<file path="src/hdl/hitMapPkg.sv">
package hitMapPkg;

    // map geometry
    localparam int ROWBITS = 5;                       // row index width, 32 rows
    localparam int COLBITS = 4;                       // column index width
    localparam int NUMROWS = 1 << ROWBITS;            // rows in the RAM
    localparam int NUMCOLS = 1 << COLBITS;            // bits per row, 16
    localparam int SSIDBITS = ROWBITS + COLBITS;      // full superstrip id width

    // timing
    localparam int READLATENCY = 2;                   // RAM address to data, in cycles
    localparam int CLEARSETTLE = 4;                   // idle cycles after the last cleared row
    localparam int SETTLEBITS = $clog2(CLEARSETTLE + 1); // settle counter width

    // command kinds on the host port
    typedef logic [1:0] opCode;
    localparam opCode OPSETHIT = 2'd0;                // OR one bit into the map
    localparam opCode OPREADBIT = 2'd1;               // return one bit
    localparam opCode OPREADROW = 2'd2;               // return a whole row

    // clear FSM states
    localparam logic [1:0] CLRCLEARING = 2'd0;        // writing zero, one row per cycle
    localparam logic [1:0] CLRSETTLING = 2'd1;        // waiting out the settle delay
    localparam logic [1:0] CLRIDLE = 2'd2;            // normal operation

    // one RAM row
    typedef logic [NUMCOLS-1:0] rowWord;

    // an SSID seen flat, or split into row (upper bits) and column (lower bits)
    typedef union packed {
        logic [SSIDBITS-1:0] flat;                    // as sent by the host
        struct packed {
            logic [ROWBITS-1:0] row;                  // selects the RAM row
            logic [COLBITS-1:0] col;                  // selects the bit in that row
        } rc;
    } ssidWord;

endpackage

</file>
<file path="src/hdl/hitMapRam.sv">
`timescale 1ns/10ps

module hitMapRam (
    input  logic                            clk,
    input  logic                            wrEn,    // write strobe
    input  logic [hitMapPkg::ROWBITS-1:0]   wrRow,   // write address
    input  hitMapPkg::rowWord               wrData,  // row written whole
    input  logic [hitMapPkg::ROWBITS-1:0]   rdRow,   // read address, sampled every cycle
    output hitMapPkg::rowWord               rdData   // data READLATENCY cycles after rdRow
);

    hitMapPkg::rowWord mem [hitMapPkg::NUMROWS];        // storage array, cleared by the clear pass
    hitMapPkg::rowWord rdPipe [hitMapPkg::READLATENCY]; // registered read stages

    logic bypass; // read and write hit the same row this cycle

    assign bypass = wrEn && (wrRow == rdRow); // write-first collision

    always_ff @(posedge clk) begin
        if (wrEn) begin
            mem[wrRow] <= wrData; // single row write
        end
    end

    always_ff @(posedge clk) begin
        // first stage samples the array, or the incoming data on a collision
        rdPipe[0] <= bypass ? wrData : mem[rdRow];
        for (int k = 1; k < hitMapPkg::READLATENCY; k++) begin
            rdPipe[k] <= rdPipe[k - 1]; // output register chain
        end
    end

    // later stages need no bypass, the command port spaces same-row
    // accesses at least READLATENCY cycles apart
    assign rdData = rdPipe[hitMapPkg::READLATENCY - 1]; // last stage drives the port

endmodule

</file>
<file path="src/hdl/commandPort.sv">
`timescale 1ns/10ps

module commandPort (
    input  logic                            clk,
    input  logic                            reset,
    // host side, four-phase req/ack
    input  logic                            cmdReq,     // host request, fields stable while high
    input  hitMapPkg::opCode                cmdOp,      // command kind
    input  hitMapPkg::ssidWord              cmdSsid,    // target of set and bit read
    input  logic [hitMapPkg::ROWBITS-1:0]   cmdRow,     // target of row read only
    output logic                            cmdAck,     // acknowledge, rises on acceptance
    // back-pressure
    input  logic                            busy,       // clear pass running
    input  logic                            setPending, // sets still in flight
    // RAM read address
    output logic [hitMapPkg::ROWBITS-1:0]   rdRow,      // valid in the acceptance cycle
    // set path
    output logic                            setValid,   // accepted set, one cycle
    output logic [hitMapPkg::ROWBITS-1:0]   setRow,
    output logic [hitMapPkg::COLBITS-1:0]   setCol,
    // read path
    output logic                            readValid,  // accepted read, one cycle
    output logic                            readIsRow,  // whole-row read
    output logic [hitMapPkg::ROWBITS-1:0]   readRow,
    output logic [hitMapPkg::COLBITS-1:0]   readCol
);

    logic isSet;    // op decodes to a hit set
    logic isRead;   // op decodes to either read
    logic isRowOp;  // op is the whole-row read
    logic blocked;  // back-pressure holds the command
    logic accept;   // command taken this cycle

    // op decode
    assign isSet = (cmdOp == hitMapPkg::OPSETHIT);
    assign isRowOp = (cmdOp == hitMapPkg::OPREADROW);
    assign isRead = isRowOp || (cmdOp == hitMapPkg::OPREADBIT);

    // busy stalls everything, pending sets stall reads so no stale row is returned
    assign blocked = busy || (isRead && setPending);

    // only a fresh request with ack low, so one command per handshake
    assign accept = cmdReq && !cmdAck && !blocked;

    always_ff @(posedge clk) begin
        if (reset) begin
            cmdAck <= 1'b0;                 // idle handshake
        end else if (accept) begin
            cmdAck <= 1'b1;                 // phase 2, ack rises
        end else if (cmdAck && !cmdReq) begin
            cmdAck <= 1'b0;                 // phase 4, host has dropped req
        end
    end

    // read address goes out for every command, a set needs the old row too
    assign rdRow = isRowOp ? cmdRow : cmdSsid.rc.row;

    // set dispatch
    assign setValid = accept && isSet;
    assign setRow = cmdSsid.rc.row;         // row half of the ssid
    assign setCol = cmdSsid.rc.col;         // column half

    // read dispatch, unused op codes are acked and dropped
    assign readValid = accept && isRead;
    assign readIsRow = isRowOp;
    assign readRow = rdRow;                 // same row the RAM is fetching
    assign readCol = cmdSsid.rc.col;        // ignored for row reads

endmodule

</file>
<file path="src/hdl/hitMergePipe.sv">
`timescale 1ns/10ps

module hitMergePipe (
    input  logic                            clk,
    input  logic                            reset,
    // accepted sets from the command port
    input  logic                            setValid,
    input  logic [hitMapPkg::ROWBITS-1:0]   setRow,
    input  logic [hitMapPkg::COLBITS-1:0]   setCol,
    // old row contents from the RAM
    input  hitMapPkg::rowWord               rdData,
    // status and write-back
    output logic                            setPending,  // any entry live
    output logic                            mergeWrEn,   // exit entry writes back
    output logic [hitMapPkg::ROWBITS-1:0]   mergeWrRow,
    output hitMapPkg::rowWord               mergeWrData  // old row OR new hits
);

    // delay line, entry k has been in flight k+1 cycles
    logic [hitMapPkg::READLATENCY-1:0] entryValid;
    logic [hitMapPkg::ROWBITS-1:0]     entryRow [hitMapPkg::READLATENCY];
    hitMapPkg::rowWord                 entryMask [hitMapPkg::READLATENCY]; // hits to OR in

    hitMapPkg::rowWord                 setMask;  // one-hot column of the incoming set
    logic [hitMapPkg::READLATENCY-1:0] mergeHit; // incoming set joins entry k
    logic                              merged;   // incoming set joined some entry

    always_comb begin
        setMask = '0;
        setMask[setCol] = 1'b1;             // decode column to a bit
        mergeHit = '0;
        // the exit entry is already writing back, so it takes no more hits
        for (int k = 0; k < hitMapPkg::READLATENCY - 1; k++) begin
            mergeHit[k] = setValid && entryValid[k] && (entryRow[k] == setRow);
        end
    end

    assign merged = |mergeHit;

    // control state
    always_ff @(posedge clk) begin
        if (reset) begin
            entryValid <= '0;               // drop anything in flight
        end else begin
            entryValid[0] <= setValid && !merged; // new entry only if nothing to join
            for (int k = 1; k < hitMapPkg::READLATENCY; k++) begin
                entryValid[k] <= entryValid[k - 1];
            end
        end
    end

    // payload, shifts every cycle
    always_ff @(posedge clk) begin
        entryRow[0] <= setRow;
        entryMask[0] <= setMask;
        for (int k = 1; k < hitMapPkg::READLATENCY; k++) begin
            entryRow[k] <= entryRow[k - 1];
            // a merged hit rides on the older entry as it moves up
            entryMask[k] <= mergeHit[k - 1] ? (entryMask[k - 1] | setMask)
                                            : entryMask[k - 1];
        end
    end

    assign setPending = |entryValid;

    // exit entry lines up with the RAM data fetched at its acceptance
    assign mergeWrEn = entryValid[hitMapPkg::READLATENCY - 1];
    assign mergeWrRow = entryRow[hitMapPkg::READLATENCY - 1];
    assign mergeWrData = rdData | entryMask[hitMapPkg::READLATENCY - 1]; // read-modify-write

endmodule

</file>
<file path="src/hdl/readTracker.sv">
`timescale 1ns/10ps

module readTracker (
    input  logic                            clk,
    input  logic                            reset,
    // accepted reads from the command port
    input  logic                            readValid,
    input  logic                            readIsRow,
    input  logic [hitMapPkg::ROWBITS-1:0]   readRow,
    input  logic [hitMapPkg::COLBITS-1:0]   readCol,
    // row contents from the RAM
    input  hitMapPkg::rowWord               rdData,
    // results to the host
    output logic                            resultValid,    // one-cycle pulse
    output logic                            resultIsRow,    // which result fields are new
    output logic [hitMapPkg::SSIDBITS-1:0]  resultSsid,     // ssid of a bit read
    output logic                            resultBit,      // stored bit for that ssid
    output logic [hitMapPkg::ROWBITS-1:0]   resultRowIndex, // row of a row read
    output hitMapPkg::rowWord               resultRow       // whole row contents
);

    // tag line matching the RAM read stages
    logic [hitMapPkg::READLATENCY-1:0] tagValid;
    logic [hitMapPkg::READLATENCY-1:0] tagIsRow;
    logic [hitMapPkg::ROWBITS-1:0]     tagRow [hitMapPkg::READLATENCY];
    logic [hitMapPkg::COLBITS-1:0]     tagCol [hitMapPkg::READLATENCY];

    hitMapPkg::ssidWord exitSsid; // exit tag rebuilt into an ssid

    assign exitSsid.rc.row = tagRow[hitMapPkg::READLATENCY - 1];
    assign exitSsid.rc.col = tagCol[hitMapPkg::READLATENCY - 1];

    always_ff @(posedge clk) begin
        if (reset) begin
            tagValid <= '0;
            resultValid <= 1'b0;
        end else begin
            tagValid[0] <= readValid;
            for (int k = 1; k < hitMapPkg::READLATENCY; k++) begin
                tagValid[k] <= tagValid[k - 1];
            end
            resultValid <= tagValid[hitMapPkg::READLATENCY - 1]; // pulse when the tag exits
        end
    end

    always_ff @(posedge clk) begin
        tagIsRow[0] <= readIsRow;
        tagRow[0] <= readRow;
        tagCol[0] <= readCol;
        for (int k = 1; k < hitMapPkg::READLATENCY; k++) begin
            tagIsRow[k] <= tagIsRow[k - 1];
            tagRow[k] <= tagRow[k - 1];
            tagCol[k] <= tagCol[k - 1];
        end
        if (tagValid[hitMapPkg::READLATENCY - 1]) begin
            resultIsRow <= tagIsRow[hitMapPkg::READLATENCY - 1];
            if (tagIsRow[hitMapPkg::READLATENCY - 1]) begin
                resultRowIndex <= exitSsid.rc.row;  // row read, keep the whole word
                resultRow <= rdData;
            end else begin
                resultSsid <= exitSsid.flat;        // bit read, pick one column
                resultBit <= rdData[exitSsid.rc.col];
            end
        end
    end

endmodule

</file>
<file path="src/hdl/clearSequencer.sv">
`timescale 1ns/10ps

module clearSequencer (
    input  logic                            clk,
    input  logic                            reset,
    // write-back from the merge pipe
    input  logic                            mergeWrEn,
    input  logic [hitMapPkg::ROWBITS-1:0]   mergeWrRow,
    input  hitMapPkg::rowWord               mergeWrData,
    // status
    output logic                            busy,    // high until clear and settle are done
    // RAM write port
    output logic                            wrEn,
    output logic [hitMapPkg::ROWBITS-1:0]   wrRow,
    output hitMapPkg::rowWord               wrData
);

    logic [1:0]                         state;       // clear FSM
    logic [hitMapPkg::ROWBITS-1:0]      clearRow;    // next row to zero
    logic [hitMapPkg::SETTLEBITS-1:0]   settleCount; // cycles spent settling
    logic                               clearing;    // FSM owns the write port

    always_ff @(posedge clk) begin
        if (reset) begin
            state <= hitMapPkg::CLRCLEARING;    // every reset starts a fresh clear
            clearRow <= '0;
            settleCount <= '0;
        end else begin
            case (state)
                hitMapPkg::CLRCLEARING: begin
                    clearRow <= clearRow + 1'b1; // one row per cycle
                    if (clearRow == hitMapPkg::ROWBITS'(hitMapPkg::NUMROWS - 1)) begin
                        state <= hitMapPkg::CLRSETTLING; // last row written
                        settleCount <= '0;
                    end
                end
                hitMapPkg::CLRSETTLING: begin
                    settleCount <= settleCount + 1'b1;
                    if (settleCount == hitMapPkg::SETTLEBITS'(hitMapPkg::CLEARSETTLE - 1)) begin
                        state <= hitMapPkg::CLRIDLE;
                    end
                end
                hitMapPkg::CLRIDLE: begin
                    state <= hitMapPkg::CLRIDLE; // stay until the next reset
                end
                default: begin
                    state <= hitMapPkg::CLRCLEARING; // unknown code, clear again
                    clearRow <= '0;
                end
            endcase
        end
    end

    assign clearing = (state == hitMapPkg::CLRCLEARING);
    assign busy = (state != hitMapPkg::CLRIDLE);

    // write port mux, clear pass first, merge write-back only when idle
    assign wrEn = clearing || (!busy && mergeWrEn);
    assign wrRow = clearing ? clearRow : mergeWrRow;
    assign wrData = clearing ? '0 : mergeWrData;

endmodule

</file>
<file path="src/hdl/hitMapTop.sv">
`timescale 1ns/10ps

module hitMapTop (
    input  logic                            clk,
    input  logic                            reset,
    // host command port
    input  logic                            cmdReq,
    input  hitMapPkg::opCode                cmdOp,
    input  hitMapPkg::ssidWord              cmdSsid,
    input  logic [hitMapPkg::ROWBITS-1:0]   cmdRow,          // row reads only
    output logic                            cmdAck,
    output logic                            busy,            // clear pass after reset
    // read results
    output logic                            resultValid,
    output logic                            resultIsRow,
    output logic [hitMapPkg::SSIDBITS-1:0]  resultSsid,
    output logic                            resultBit,
    output logic [hitMapPkg::ROWBITS-1:0]   resultRowIndex,
    output hitMapPkg::rowWord               resultRow
);

    logic [hitMapPkg::ROWBITS-1:0] rdRow;           // RAM read address
    hitMapPkg::rowWord             ramReadData;     // fans out to both pipelines
    logic                          setPending;      // sets in flight, stalls reads
    logic                          setValid;
    logic [hitMapPkg::ROWBITS-1:0] setRow;
    logic [hitMapPkg::COLBITS-1:0] setCol;
    logic                          readValid;
    logic                          readIsRow;
    logic [hitMapPkg::ROWBITS-1:0] readRow;
    logic [hitMapPkg::COLBITS-1:0] readCol;
    logic                          mergeWrEn;       // merge pipe write-back
    logic [hitMapPkg::ROWBITS-1:0] mergeWrRow;
    hitMapPkg::rowWord             mergeWrData;
    logic                          wrEn;            // RAM write port
    logic [hitMapPkg::ROWBITS-1:0] wrRow;
    hitMapPkg::rowWord             wrData;

    commandPort cmdPort (
        .clk(clk), .reset(reset),
        .cmdReq(cmdReq), .cmdOp(cmdOp), .cmdSsid(cmdSsid), .cmdRow(cmdRow), .cmdAck(cmdAck),
        .busy(busy), .setPending(setPending), .rdRow(rdRow),
        .setValid(setValid), .setRow(setRow), .setCol(setCol),
        .readValid(readValid), .readIsRow(readIsRow), .readRow(readRow), .readCol(readCol)
    );

    hitMergePipe mergePipe (
        .clk(clk), .reset(reset),
        .setValid(setValid), .setRow(setRow), .setCol(setCol), .rdData(ramReadData),
        .setPending(setPending),
        .mergeWrEn(mergeWrEn), .mergeWrRow(mergeWrRow), .mergeWrData(mergeWrData)
    );

    readTracker tracker (
        .clk(clk), .reset(reset),
        .readValid(readValid), .readIsRow(readIsRow), .readRow(readRow), .readCol(readCol),
        .rdData(ramReadData),
        .resultValid(resultValid), .resultIsRow(resultIsRow), .resultSsid(resultSsid),
        .resultBit(resultBit), .resultRowIndex(resultRowIndex), .resultRow(resultRow)
    );

    clearSequencer clearSeq (
        .clk(clk), .reset(reset),
        .mergeWrEn(mergeWrEn), .mergeWrRow(mergeWrRow), .mergeWrData(mergeWrData),
        .busy(busy), .wrEn(wrEn), .wrRow(wrRow), .wrData(wrData)
    );

    hitMapRam ram (
        .clk(clk), .wrEn(wrEn), .wrRow(wrRow), .wrData(wrData),
        .rdRow(rdRow), .rdData(ramReadData)
    );

endmodule

</file>
<file path="config.mk">
export PLATFORM = sky130hd
export DESIGN_NAME = hitMapTop
export DESIGN_NICKNAME = d
export VERILOG_FILES = /design/src/hdl/hitMapPkg.sv /design/src/hdl/hitMapRam.sv /design/src/hdl/commandPort.sv /design/src/hdl/hitMergePipe.sv /design/src/hdl/readTracker.sv /design/src/hdl/clearSequencer.sv /design/src/hdl/hitMapTop.sv
export SDC_FILE = /design/constraint.sdc
export NUM_CORES = 1
export LEC_CHECK = 0
export BUFFER_PORTS_ARGS = -buffer_cell sky130_fd_sc_hd__buf_2
export CAP_MARGIN = 20
export CORE_MARGIN = 8
export CORE_UTILIZATION = 56
export CTS_BUF_LIST = sky130_fd_sc_hd__clkbuf_16
export DETAILED_ROUTE_END_ITERATION = 16
export GPL_TIMING_DRIVEN = 0
export MAX_ROUTING_LAYER = met4
export PLACE_DENSITY = 0.71
export SYNTH_ARGS = -nofsm -noshare
export SYNTH_HDL_FRONTEND = slang
export SYNTH_SLANG_ARGS = --single-unit
</file>
<file path="constraint.sdc">
create_clock -name clk -period 2.5 [get_ports clk]
set_input_delay 0.25 -clock clk [delete_from_list [all_inputs] [get_ports clk]]
set_output_delay 0.25 -clock clk [all_outputs]
set_load 0.05 [all_outputs]
</file>
==> summary.md <==
| Metric | Value |
|---|---|
| Simple-gate share of the synthesized area | 7.248% |
| Setup WS post-layout | -0.1811 ns |
| I/O pin cnt | 54 |
| Net switching power figure | 6007 uW |
| Relative slew slack | 29.64% |
| Vias in the first global route | 18408 |
| Layout Skew | 0.02752 ns |
| Asr flop ratio synth | 0% |
| Synth cell types | 68 |
| Hold Vio Cnt, Final | 0 |
| Mapped Nets | 1998 |
| Final slew viol count | 0 |
| Root Buffer | clkbuf_16 |
| Hold path startpoint | cmdOp[1] |
| Synth Area in XOR/XNOR | 0.3626% |
| Worst reg2reg startpoint | clearSeq.state[1]$_SDFFE_PP0P_ |
| DR iter-0 viols | 3225 |
| Hold depth | 4 |
| Global Route Usage Sum | 32.78% |
| Area of the die | 54670 um^2 |
| Mux contribution to synthesized area | 4.639% |
| PnR Total Power | 24120 uW |
| H-tree depth | 3 |
| First-pass GRT wire length | 124500 um |
| Yosys warnings | 0 |
| Gp weighted congestion | 1.012 |
| Fmax | 373.0 MHz |
| CP Launch Type | input pin |
| Syn Area/Cell | 13.49 um^2 |
| Worst-margin pin slew | 1.053 ns |
| Min Tclk post-route | 2.681 ns |
| Post-Place Cells | 2686 |
| Drt first pass iters | 6 |
| Placed cell area | 28620 um^2 |
| Area Growth Syn to Fin | 21.70% |
| Die height | 233.8 um |
| Crit. End Element | flip-flop |
| Detailed Place HPWL | 59160 um |
| Unrepaired setup endpoints after global routing | true |
| Initial antenna violation count | 3 |
| Main synth FF type | edfxtp_1 |
| Cells on worst reg2reg path | 12 |
| Pre-CTS setup slack | -1.568 ns |
| Worst skew pair latency | 0.62 ns |
| Port bufs | 52 |
| Clock buffer depth | 3 |
| Main combinational cell family by area after synthesis | compound AO/OA/AOI/OAI gates |
| Via-to-Cell Ratio | 6.849 |
| Maxcap violations | 0 |
| Clk network pwr share | 40.0% |
| Die W | 233.8 um |
| CTS tree | done |
| Clock-pin slew on the worst setup and hold paths | 0.06 ns |
| Run status | complete, but fails checks |
| Post-synth EDFFs | 544 |
| Synthesized flop and latch total | 654 |
| Int Power | 18120 uW |
| Hold worst-path end | mergePipe.entryValid[0]$_SDFF_PP0_ |
| Drt drc | 0 |
| Cts bufs inserted | 67 |
| Post-Synth Adder-Cell Area | 0.4239% |
| Starting Density | 56.23% |
| Critical path class | input pin to flip-flop |
| Row cnt | 80 |
| Reg-to-Reg End | ram.rdPipe[0][0]$_DFF_P_ |
| Period utilisation layout | 107.2% |
| Share of layout cells above drive strength 1 | 22.10% |
| Hold Worst Slack | 0.1404 ns |
| Peak supply drop | 478.6 uV |
| Total congestion overflow | 0 |
| Wire per inst | 30.97 um |
| Cells after Synth | 1970 |
| Failing checks | negative setup slack |
| Final Cell Area | 32330 um^2 |
| Final WL | 88610 um |
| Seq/Total Area, Yosys | 69.78% |
| Required time of the critical path | 2.96 ns |
| Share of power burned in registers | 49.9% |
| Fin cells | 2861 |
| Synth Area in Compound Gates | 14.84% |
| Via count | 19594 |
| Post-synthesis cell area | 26570 um^2 |
| CP max FO | 10 |
| Reg2reg setup slack | -0.14 ns |
| CP arrival | 3.14 ns |
| Switching share of power | 24.90% |
| Nets | 2220 |
| Comb power frac | 10.1% |
| Min-delay worst type | input pin to flip-flop |
| Core Area | 47250 um^2 |
| Setup violators final | 14 |
| Clk sinks | 654 |
| Largest net degree at the start of global routing | 35 |
| Static Leak | 0.01057 uW |
| Antenna viol nets, final | 0 |
| PwrDens | 746.1 nW/um^2 |
[logic make-up after synthesis]
logic type,count (synthesis)
adder cells (fa/ha/maj),9
multiplexers,94
flip-flops,654
AO/OA/AOI/OAI,597
AND/OR/NAND/NOR,447
XOR/XNOR,11
buffers and inverters,158
[state kept, by name, indices dropped and copies added (netlist names)]
register / cells
clearSeq.clearRow: 5
clearSeq.settleCount: 3
clearSeq.state: 2
cmdPort.cmdAck: 1
mergePipe.entryMask: 32
mergePipe.entryRow: 10
mergePipe.entryValid: 2
ram.mem: 512
ram.rdPipe: 32
tracker.resultBit: 1
tracker.resultIsRow: 1
tracker.resultRow: 16
tracker.resultRowIndex: 5
tracker.resultSsid: 9
tracker.resultValid: 1
tracker.tagCol: 8
tracker.tagIsRow: 2
tracker.tagRow: 10
tracker.tagValid: 2
[per-layer routing]
metal / global-route usage, % / vias up / wire, um
li1: - / 8128 / -
met1: 42.25 / 9571 / 32390
met2: 47.77 / 1570 / 39020
met3: 8.008 / 325 / 11810
met4: 17.99 / 0 / 5392
met5: - / - / 0
[how the worst max path moves through the flow]
stage / slack (ns) / end / from / cells after the start
2_1_floorplan: -0.14 / ram.mem[0][5]$_DFFE_PP_ / clearSeq.state[0]$_SDFFE_PP0P_ / 7
3_3_place_gp: -1.99 / ram.mem[5][3]$_DFFE_PP_ / clearSeq.state[0]$_SDFFE_PP0P_ / 7
3_5_place_dp: -1.57 / ram.rdPipe[0][2]$_DFF_P_ / cmdOp[0] / 12
4_1_cts: -0.10 / ram.rdPipe[0][0]$_DFF_P_ / cmdOp[0] / 13
5_1_grt: -0.18 / ram.rdPipe[0][0]$_DFF_P_ / clearSeq.state[1]$_SDFFE_PP0P_ / 12
6_report: -0.18 / ram.rdPipe[0][0]$_DFF_P_ / cmdOp[0] / 12
[power by group through the flow]
| stage | sequential [uW] | clock, uW | combinational (uW) |
|---|---|---|---|
| floorplan | 12200 | 0 | 1180 |
| global placement | 12300 | 0 | 1910 |
| detailed placement | 12300 | 0 | 2000 |
| CTS | 12000 | 9660 | 2240 |
| global route | 12100 | 10100 | 2500 |
| finish | 12000 | 9640 | 2440 |
[synth_stat cells (all sizes together), types with 5 or more instances]
cell type  count  share of area (%)
a2111oi        5               0.16
a211oi       105                3.0
a21oi        208                4.0
a22oi         15               0.44
a31oi         57                1.3
buf           78                1.6
clkbuf        62               0.88
dfxtp        110                8.3
edfxtp       544                 61
ha             9               0.42
inv           17               0.24
mux2i         71                2.8
mux4          20                1.7
nand2        193                2.7
nand2b        19               0.45
nand3         13               0.24
nor2         130                1.8
nor2b         13               0.32
nor3          51               0.96
nor4          12               0.28
o21ai         41               0.77
o21bai        16               0.45
o221ai         9               0.30
o22ai         61                1.4
o31ai         13               0.37
o32a          13               0.49
o32ai         14               0.80
o41ai         12               0.40
xnor2         10               0.33
[cell type report]
class	count	area (um^2)
antenna	2	5.005
buffer	139	838.3
clock buffer	68	1702
clock inverter	53	374.1
fill	3162	14910
inverter	18	68.82
multi-input combinational	1160	8280
sequential	654	18540
tap	615	769.5
timing repair buffer	152	1754
[placed cells by master (no fill, tap or decap), types with 23 or more instances in the layout]
cell and instances:
a211oi_1 105, o21ai_0 37, clkbuf_16 70, nand2_1 182, edfxtp_1 544, clkbuf_1 46, inv_1 23, buf_2 90
nor2_1 82, a21oi_1 206, dfxtp_1 108, buf_4 44, buf_8 32, o22ai_1 59, nor3_1 39, mux2i_1 64
a31oi_1 55, nor2_4 41
[through the flow]
step	util [%]	TNS [ns]
3_5_place_dp	60.59	-720.28
3_3_place_gp	58.49	-1378.67
2_1_floorplan	-	-83.28
4_1_cts	67.46	-1.909
5_1_grt	68.43	-4.056
6_report	68.43	-1.269
[worst max-delay path: stages]
cell and delay (ns):
buf_2 0.08, inv_1 0.04, ha_1 0.23, buf_6 0.16, buf_6 0.14, nor2b_1 0.32
a32o_2 0.41, clkbuf_2 0.42, o21ai_0 0.18, o31ai_1 0.51, nor4_2 0.15, o32ai_2 0.25
[repair_timing]
| item | in CTS | in global routing |
|---|---|---|
| endpoints found under the setup margin | 977 | 469 |
| resized for setup | 161 | 69 |
| cloned | 2 | 2 |
| endpoints found under the hold margin | 17 | 0 |
| hold buffers | 12 | 0 |
| buffers inserted | 25 | 11 |
| pin swaps | 27 | 13 |
(Power assumes the default switching activity.)
